--- config.mk ---
export PLATFORM = sky130hd
export DESIGN_NAME = hist_top
export DESIGN_NICKNAME = d
export VERILOG_FILES = /design/src/hist_pkg.sv /design/src/hist_ctrl.sv /design/src/window_mapper.sv /design/src/bin_ram.sv /design/src/peak_finder.sv /design/src/hist_top.sv
export VERILOG_INCLUDE_DIRS = /design/src
export SDC_FILE = /design/constraint.sdc
export NUM_CORES = 1
export LEC_CHECK = 0
export ABC_AREA = 1
export CORE_MARGIN = 2
export CORE_UTILIZATION = 63
export CTS_CLUSTER_SIZE = 24
export DETAILED_ROUTE_END_ITERATION = 8
export DONT_BUFFER_PORTS = 1
export PLACE_DENSITY = 0.79
export SLEW_MARGIN = 10
export SYNTH_ARGS = -nofsm -noshare
export SYNTH_HDL_FRONTEND = slang
export SYNTH_HIERARCHICAL = 1
export SYNTH_SLANG_ARGS = --single-unit
--- constraint.sdc ---
create_clock -name clk -period 4.3 [get_ports clk]
set_input_delay 0 -clock clk [delete_from_list [all_inputs] [get_ports clk]]
set_output_delay 0 -clock clk [all_outputs]
set_load 0.05 [all_outputs]
--- src/hist_cfg.svh ---
`ifndef HIST_CFG_SVH
`define HIST_CFG_SVH

// tdc code and bin sizing
`define HIST_TDC_BITS          6
`define HIST_FINE_BITS         3   // lower code bits, also the bin index width

// acquisition shape
`define HIST_PIXELS            4
`define HIST_EVENTS_PER_PIXEL  2   // per pixel per frame
`define HIST_FRAMES            4   // frames per pass

// events per pixel per pass is 8, so 4 bits never wrap
`define HIST_COUNT_BITS        4

// derived sizes
`define HIST_PIXEL_BITS        $clog2(`HIST_PIXELS)
`define HIST_BINS              (1 << `HIST_FINE_BITS)

`endif

--- src/hist_pkg.sv ---
`include "hist_cfg.svh"

package hist_pkg;

    typedef logic [`HIST_TDC_BITS-1:0]   code_t;
    typedef logic [`HIST_PIXEL_BITS-1:0] pixel_t;
    typedef logic [`HIST_FINE_BITS-1:0]  bin_t;
    typedef logic [`HIST_COUNT_BITS-1:0] count_t;

    typedef enum logic {
        PHASE_COARSE = 1'b0,
        PHASE_FINE   = 1'b1
    } hist_phase_t;

    typedef enum logic [2:0] {
        CLEAR    = 3'd0,
        ACCEPT   = 3'd1,
        UPDATE   = 3'd2,
        ACK_HOLD = 3'd3,
        SCAN     = 3'd4,
        REPORT   = 3'd5
    } hist_state_t;

    typedef enum logic [1:0] {
        RAM_NOP   = 2'd0,
        RAM_INC   = 2'd1,
        RAM_READ  = 2'd2,
        RAM_CLEAR = 2'd3
    } ram_op_t;

    typedef struct packed {
        ram_op_t op;
        pixel_t  pixel;
        bin_t    bin;
        logic    last;    // final read of a pixel scan
    } ram_cmd_t;

    typedef struct packed {
        logic   valid;
        bin_t   bin;
        count_t count;
        logic   last;
    } bin_read_t;

    typedef struct packed {
        hist_phase_t phase;
        pixel_t      pixel;
        bin_t        peak_bin;
        count_t      peak_count;
    } peak_result_t;

endpackage

--- src/hist_ctrl.sv ---
`timescale 1ns/10ps
`include "hist_cfg.svh"

module hist_ctrl (
    input  logic                  clk,
    input  logic                  combin_res,
    input  logic                  ev_req,
    input  logic                  hit,
    input  logic                  report_done,
    input  hist_pkg::bin_t        bin,
    output logic                  ev_ack,
    output hist_pkg::ram_cmd_t    ram_cmd,
    output hist_pkg::pixel_t      pixel,
    output hist_pkg::hist_phase_t phase
);

    localparam int EV_W = $clog2(`HIST_EVENTS_PER_PIXEL + 1);
    localparam int FR_W = $clog2(`HIST_FRAMES + 1);

    hist_pkg::hist_state_t state;
    hist_pkg::pixel_t      pix_cnt;    // pixel for events, scans and clears
    hist_pkg::bin_t        bin_cnt;    // scan and clear bin
    logic [EV_W-1:0]       ev_cnt;
    logic [FR_W-1:0]       frame_cnt;
    logic                  last_ev;
    logic                  last_pix;
    logic                  last_frame;
    logic                  last_bin;

    assign last_ev    = (ev_cnt == EV_W'(`HIST_EVENTS_PER_PIXEL - 1));
    assign last_pix   = (pix_cnt == hist_pkg::pixel_t'(`HIST_PIXELS - 1));
    assign last_frame = (frame_cnt == FR_W'(`HIST_FRAMES - 1));
    assign last_bin   = (bin_cnt == '1);

    always_ff @(posedge clk or negedge combin_res) begin
        if (!combin_res) begin
            state     <= hist_pkg::CLEAR;
            phase     <= hist_pkg::PHASE_COARSE;
            pix_cnt   <= '0;
            bin_cnt   <= '0;
            ev_cnt    <= '0;
            frame_cnt <= '0;
        end else begin
            case (state)
                hist_pkg::CLEAR: begin
                    bin_cnt <= bin_cnt + 1'b1;
                    if (last_bin) begin
                        pix_cnt <= last_pix ? '0 : pix_cnt + 1'b1;
                        if (last_pix)
                            state <= hist_pkg::ACCEPT;
                    end
                end
                hist_pkg::ACCEPT: begin
                    if (ev_req)
                        state <= hist_pkg::UPDATE;
                end
                hist_pkg::UPDATE: state <= hist_pkg::ACK_HOLD;
                hist_pkg::ACK_HOLD: begin
                    // step the counters once the source drops req
                    if (!ev_req) begin
                        ev_cnt <= last_ev ? '0 : ev_cnt + 1'b1;
                        if (last_ev) begin
                            pix_cnt <= last_pix ? '0 : pix_cnt + 1'b1;
                            if (last_pix)
                                frame_cnt <= last_frame ? '0 : frame_cnt + 1'b1;
                        end
                        if (last_ev && last_pix && last_frame)
                            state <= hist_pkg::SCAN;   // pass complete with pix_cnt back at 0
                        else
                            state <= hist_pkg::ACCEPT;
                    end
                end
                hist_pkg::SCAN: begin
                    bin_cnt <= bin_cnt + 1'b1;
                    if (last_bin)
                        state <= hist_pkg::REPORT;
                end
                hist_pkg::REPORT: begin
                    if (report_done) begin
                        if (last_pix) begin
                            pix_cnt <= '0;
                            state   <= hist_pkg::CLEAR;
                            phase   <= (phase == hist_pkg::PHASE_COARSE) ?
                                       hist_pkg::PHASE_FINE : hist_pkg::PHASE_COARSE;
                        end else begin
                            pix_cnt <= pix_cnt + 1'b1;
                            state   <= hist_pkg::SCAN;
                        end
                    end
                end
                default: state <= hist_pkg::CLEAR;
            endcase
        end
    end

    always_comb begin
        ram_cmd.op    = hist_pkg::RAM_NOP;
        ram_cmd.pixel = pix_cnt;
        ram_cmd.bin   = bin_cnt;
        ram_cmd.last  = 1'b0;
        case (state)
            hist_pkg::CLEAR: ram_cmd.op = hist_pkg::RAM_CLEAR;
            hist_pkg::UPDATE: begin
                ram_cmd.op  = hit ? hist_pkg::RAM_INC : hist_pkg::RAM_NOP;  // misses are dropped
                ram_cmd.bin = bin;
            end
            hist_pkg::SCAN: begin
                ram_cmd.op   = hist_pkg::RAM_READ;
                ram_cmd.last = last_bin;
            end
            default: ;
        endcase
    end

    assign ev_ack = (state == hist_pkg::ACK_HOLD);
    assign pixel  = pix_cnt;

    // source side of the four-phase event link
    a_req_drop: assert property (@(posedge clk) disable iff (!combin_res)
        $fell(ev_req) |-> ev_ack);

    a_req_raise: assert property (@(posedge clk) disable iff (!combin_res)
        $rose(ev_req) |-> !ev_ack);

endmodule

--- src/window_mapper.sv ---
`timescale 1ns/10ps
`include "hist_cfg.svh"

module window_mapper (
    input  logic                   clk,
    input  logic                   combin_res,
    input  hist_pkg::code_t        ev_code,
    input  hist_pkg::pixel_t       pixel,
    input  hist_pkg::hist_phase_t  phase,
    input  logic                   res_req,
    input  hist_pkg::peak_result_t res_data,
    output hist_pkg::bin_t         bin,
    output logic                   hit
);

    hist_pkg::bin_t coarse_peak [`HIST_PIXELS];   // one coarse peak per pixel
    logic           res_req_q;
    logic           capture;
    hist_pkg::bin_t upper;
    hist_pkg::bin_t lower;

    // coarse field is the top bin-width bits of the code
    assign upper   = ev_code[`HIST_TDC_BITS-1 -: `HIST_FINE_BITS];
    assign lower   = ev_code[`HIST_FINE_BITS-1:0];
    assign capture = res_req && !res_req_q && (res_data.phase == hist_pkg::PHASE_COARSE);

    always_ff @(posedge clk or negedge combin_res) begin
        if (!combin_res)
            res_req_q <= 1'b0;
        else
            res_req_q <= res_req;   // edge detect on the result link
    end

    always_ff @(posedge clk) begin
        if (capture)
            coarse_peak[res_data.pixel] <= res_data.peak_bin;
    end

    always_comb begin
        if (phase == hist_pkg::PHASE_COARSE) begin
            bin = upper;
            hit = 1'b1;
        end else begin
            // fine window around this pixel's coarse peak
            bin = lower;
            hit = (upper == coarse_peak[pixel]);
        end
    end

endmodule

--- src/bin_ram.sv ---
`timescale 1ns/10ps
`include "hist_cfg.svh"

module bin_ram (
    input  logic                clk,
    input  logic                combin_res,
    input  hist_pkg::ram_cmd_t  ram_cmd,
    output hist_pkg::bin_read_t rd
);

    localparam int DEPTH  = `HIST_PIXELS * `HIST_BINS;
    localparam int ADDR_W = `HIST_PIXEL_BITS + `HIST_FINE_BITS;

    hist_pkg::count_t  mem [DEPTH];
    logic [ADDR_W-1:0] addr;
    hist_pkg::count_t  cur_count;
    logic              valid_q;
    logic              last_q;
    hist_pkg::bin_t    bin_q;
    hist_pkg::count_t  count_q;

    assign addr      = {ram_cmd.pixel, ram_cmd.bin};   // pixel major
    assign cur_count = mem[addr];

    // read-modify-write in one cycle at one address
    always_ff @(posedge clk) begin
        case (ram_cmd.op)
            hist_pkg::RAM_INC:   mem[addr] <= cur_count + 1'b1;
            hist_pkg::RAM_CLEAR: mem[addr] <= '0;
            default: ;
        endcase
    end

    always_ff @(posedge clk) begin
        if (ram_cmd.op == hist_pkg::RAM_READ) begin
            bin_q   <= ram_cmd.bin;
            count_q <= cur_count;
            last_q  <= ram_cmd.last;
        end
    end

    always_ff @(posedge clk or negedge combin_res) begin
        if (!combin_res)
            valid_q <= 1'b0;
        else
            valid_q <= (ram_cmd.op == hist_pkg::RAM_READ);   // one cycle read latency
    end

    assign rd = '{valid: valid_q, bin: bin_q, count: count_q, last: last_q};

    // counter width is sized so a pass never overflows a bin
    a_no_wrap: assert property (@(posedge clk) disable iff (!combin_res)
        (ram_cmd.op == hist_pkg::RAM_INC) |-> (cur_count != '1));

endmodule

--- src/peak_finder.sv ---
`timescale 1ns/10ps

module peak_finder (
    input  logic                   clk,
    input  logic                   combin_res,
    input  hist_pkg::bin_read_t    rd,
    input  hist_pkg::pixel_t       pixel,
    input  hist_pkg::hist_phase_t  phase,
    input  logic                   res_ack,
    output logic                   res_req,
    output hist_pkg::peak_result_t res_data,
    output logic                   report_done
);

    hist_pkg::bin_t   best_bin;
    hist_pkg::count_t best_count;
    hist_pkg::bin_t   cand_bin;
    hist_pkg::count_t cand_count;
    logic             first_q;    // next read opens a scan
    logic             wait_low;   // ack seen high, waiting for it to fall
    logic             take;

    // strictly greater only, lowest bin wins a tie
    assign take       = first_q || (rd.count > best_count);
    assign cand_bin   = take ? rd.bin : best_bin;
    assign cand_count = take ? rd.count : best_count;

    always_ff @(posedge clk) begin
        if (rd.valid) begin
            best_bin   <= cand_bin;
            best_count <= cand_count;
        end
        if (rd.valid && rd.last)
            res_data <= '{phase: phase, pixel: pixel, peak_bin: cand_bin,
                          peak_count: cand_count};
    end

    always_ff @(posedge clk or negedge combin_res) begin
        if (!combin_res) begin
            first_q     <= 1'b1;
            res_req     <= 1'b0;
            wait_low    <= 1'b0;
            report_done <= 1'b0;
        end else begin
            report_done <= 1'b0;
            if (rd.valid)
                first_q <= rd.last;
            if (rd.valid && rd.last) begin
                res_req <= 1'b1;
            end else if (res_req && res_ack) begin
                res_req  <= 1'b0;
                wait_low <= 1'b1;
            end else if (wait_low && !res_ack) begin
                wait_low    <= 1'b0;
                report_done <= 1'b1;   // single pulse back to the controller
            end
        end
    end

    a_data_stable: assert property (@(posedge clk) disable iff (!combin_res)
        res_req |=> (!res_req || $stable(res_data)));

    // controller must hold off the next scan until the handshake closes
    a_no_overrun: assert property (@(posedge clk) disable iff (!combin_res)
        (rd.valid && rd.last) |-> !(res_req || wait_low));

endmodule

--- src/hist_top.sv ---
`timescale 1ns/10ps

module hist_top (
    input  logic                   clk,
    input  logic                   combin_res,
    input  logic                   ev_req,
    input  hist_pkg::code_t        ev_code,
    input  logic                   res_ack,
    output logic                   ev_ack,
    output logic                   res_req,
    output hist_pkg::peak_result_t res_data
);

    hist_pkg::ram_cmd_t    ram_cmd;
    hist_pkg::bin_read_t   rd;
    hist_pkg::pixel_t      pixel;
    hist_pkg::hist_phase_t phase;
    hist_pkg::bin_t        bin;
    logic                  hit;
    logic                  report_done;

    hist_ctrl u_ctrl (
        .clk         (clk),
        .combin_res  (combin_res),
        .ev_req      (ev_req),
        .hit         (hit),
        .report_done (report_done),
        .bin         (bin),
        .ev_ack      (ev_ack),
        .ram_cmd     (ram_cmd),
        .pixel       (pixel),
        .phase       (phase)
    );

    // also snoops the result link for coarse peaks
    window_mapper u_mapper (
        .clk        (clk),
        .combin_res (combin_res),
        .ev_code    (ev_code),
        .pixel      (pixel),
        .phase      (phase),
        .res_req    (res_req),
        .res_data   (res_data),
        .bin        (bin),
        .hit        (hit)
    );

    bin_ram u_ram (
        .clk        (clk),
        .combin_res (combin_res),
        .ram_cmd    (ram_cmd),
        .rd         (rd)
    );

    peak_finder u_peak (
        .clk         (clk),
        .combin_res  (combin_res),
        .rd          (rd),
        .pixel       (pixel),
        .phase       (phase),
        .res_ack     (res_ack),
        .res_req     (res_req),
        .res_data    (res_data),
        .report_done (report_done)
    );

endmodule

==> flow_metrics.env <==
export IMPL_fin_setup_tns_ns=0
export IMPL_syn_inst=783
export IMPL_nNetsFinal=814
export IMPL_ant_nets=0
export IMPL_setup_viol=0
export IMPL_diodes=0
export IMPL_coreArea_sq_um=12620
export IMPL_pin_count=22
export IMPL_cap_violations=0
export IMPL_async_flop_share=0.1081
export IMPL_slew_headroom=0.3465
export IMPL_post_route_period_util=0.8651
export IMPL_avgRoutedWirePerCell_microns=17.48
export IMPL_synth_cell_types=36
export IMPL_path_max_fanout=22
export IMPL_rsz0062_at_grt="no"
export IMPL_clk_pin_slew_worst_paths_ns=0.06
export IMPL_clock_skew_ns=0.009339
export IMPL_grtUsageTotal=0.2623
export IMPL_synth_edff_count=165
export IMPL_routed_wl_mm=17.11
export IMPL_ys_warn_count=6
export IMPL_grt_pass1_vias=5519
export IMPL_synth_most_common_cell="nand2_1"
export IMPL_synth_common_cells="362 x nand2_1, 165 x edfxtp_1, 49 x nor2_1"
export IMPL_cts_tree="yes"
export IMPL_firstDrtPassIters=5
export IMPL_vias_per_cell=5.584
export IMPL_critPathKind="register to register"
export IMPL_netlist_area_leader_share=0.6104
export IMPL_startpoint_type="register"
export IMPL_die_h_microns=117.5
export IMPL_drc=0
export IMPL_hp_class="input pin to async pin"
export IMPL_h_tree_depth=4
export IMPL_r2r_slack_ns=0.58
export IMPL_status="finished, final reports clean"
export IMPL_area_delta_synth_final_pct=9.803
export IMPL_cts_resized=0
export IMPL_synthesis_nets=802
export IMPL_ys_seq_elements=185
export IMPL_synthTopCellsByArea="edfxtp_1 61%, nand2_1 17%, dfrtp_1 5.9%"
export IMPL_fmax_mhz=268.8
export IMPL_seq_area_frac_synth=0.6722
export IMPL_cts_root_buffer_cell="clkbuf_16"
export IMPL_crit_path_end_kind="register"
export IMPL_worst_slew_pin_slew_ns=0.9770
export IMPL_cts_buffers=17
export IMPL_ys_flop_type="edfxtp_1"
export IMPL_yosysTopAreaCell="edfxtp_1"
export IMPL_fin_crit_ns=3.720
export IMPL_die_w_microns=117.5
export IMPL_antenna_found_initial=0
export IMPL_grt_max_degree=28
export IMPL_grt_overflow_total=0
export IMPL_gp_congestion=0.9474
export IMPL_post_cts_buffers=0
export IMPL_avgSynthCellArea_sq_um=10.37
export IMPL_start_util=0.6433
export IMPL_arrival_ns=4.01
export IMPL_vias=5467
export IMPL_numPortBuffers=0
export IMPL_slew_violations=0
export IMPL_required_ns=4.59
export IMPL_max_clock_path_buffers=2
export IMPL_layout_drive_gt1_share=0.1053
export IMPL_drtIter0Drc=535
export IMPL_clk_latency_ns=0.44
export IMPL_cts_hold_buf=3
export IMPL_hpwl_mm=11.18
export IMPL_finalHoldViolations=0
export IMPL_cts_sinks=185
export IMPL_rows=41
export IMPL_synth_area_sq_um=8118
export IMPL_die_area_sq_um=13810
export IMPL_grt_pass1_wl_mm=27.43
metrics by stage:
stage / hold WS (ns) / instance area (sq um) / setup slack, ns / instances / util
finish: 0.1686 / 8914 / 0.5802 / 979 / 0.7063
global route: 0.2549 / 8914 / 0.2844 / 979 / 0.7063
floorplan: -0.2956 / 8118 / 0.8883 / 783 / -
CTS: 0.1486 / 8914 / 0.6257 / 979 / 0.7063
global placement: -0.2952 / 8305 / 0.7956 / 945 / 0.6581
detailed placement: -0.2950 / 8305 / 0.6379 / 945 / 0.6581
cell usage in the layout (no fill, tap or decap), types with 4 or more instances in the layout:
cell type  count
buf_4          9
clkbuf_16     17
clkinv_4       5
dfrtp_1       19
edfxtp_1     165
ha_1           9
inv_1         41
inv_2         10
nand2_1      362
nand2_2        8
nand3_1       27
nand4_1       11
nor2_1        48
nor2_2         6
nor2_4         4
nor3_1        12
o21ai_0       14
cell families (layout without fill, tap and decap cells):
logic type | count (synthesis) | count (layout) | synth area share
AND/OR/NAND/NOR | 487 | 487 | 0.2491
adder cells (fa/ha/maj) | 9 | 9 | 0.01387
buffers and inverters | 73 | 97 | 0.04223
XOR/XNOR | 3 | 3 | 0.003237
multiplexers | 1 | 1 | 0.001387
flip-flops | 185 | 185 | 0.6722
AO/OA/AOI/OAI | 25 | 25 | 0.01803
state kept, by name (all words and copies together) (netlist names), 3 cells and up:
signal / cells
u_ram/mem: 128
u_mapper/coarse_peak: 12
u_peak/res_data: 10
u_peak/best_count: 4
u_ram/count_q: 4
u_ctrl/bin_cnt: 3
u_ctrl/frame_cnt: 3
u_ctrl/state: 3
u_peak/best_bin: 3
u_ram/bin_q: 3
per-layer routing:
layer	vias up	routed length, microns	track usage
met5	-	0	0
met4	0	380	0.09337
met3	36	1302	0.08043
met2	249	8799	0.4605
met1	2572	6627	0.3057
li1	2610	-	-
worst max-delay path: stages (launching register included):
cell     delay [ns]
dfrtp_1        0.55
inv_1          0.15
nand2_2        0.16
mux2_1         0.40
buf_4          0.23
nor2_2         0.52
nand2_1        0.15
nand3_1        0.12
nand2_1        0.05
nand2_1        0.07
nor2_1         0.04
nand2_1        0.11
ha_1           0.19
o21ai_0        0.11
a21oi_2        0.47
buf_12         0.24
final cells by class:
cell class | count | area (sq um)
clock buffer | 17 | 425.4
tap | 172 | 215.2
multi-input combinational | 525 | 2328
sequential | 185 | 5456
inverter | 52 | 197.7
timing repair buffer | 14 | 137.6
fill | 911 | 3706
clock inverter | 14 | 152.6
path summary, 6_finish.rpt:
| kind | from | endpoint | cells after the start |
|---|---|---|---|
| setup / recovery | u_ctrl/state[0] | u_ram/mem[30][2] | 15 |
| hold / removal | combin_res | u_peak/wait_low | 1 |
| setup reg to reg | u_ctrl/state[0] | u_ram/mem[30][2] | 15 |
| hold reg to reg | u_ctrl/frame_cnt[1] | u_ctrl/frame_cnt[1] | 2 |
| max in group asynchronous | combin_res | u_ctrl/state[0] | 1 |
| min in group clk | ev_code[2] | u_ram/bin_q[2] | 5 |
Power is not shown: default switching activity piles up to over one toggle a cycle in this logic, so the estimate is an artifact.
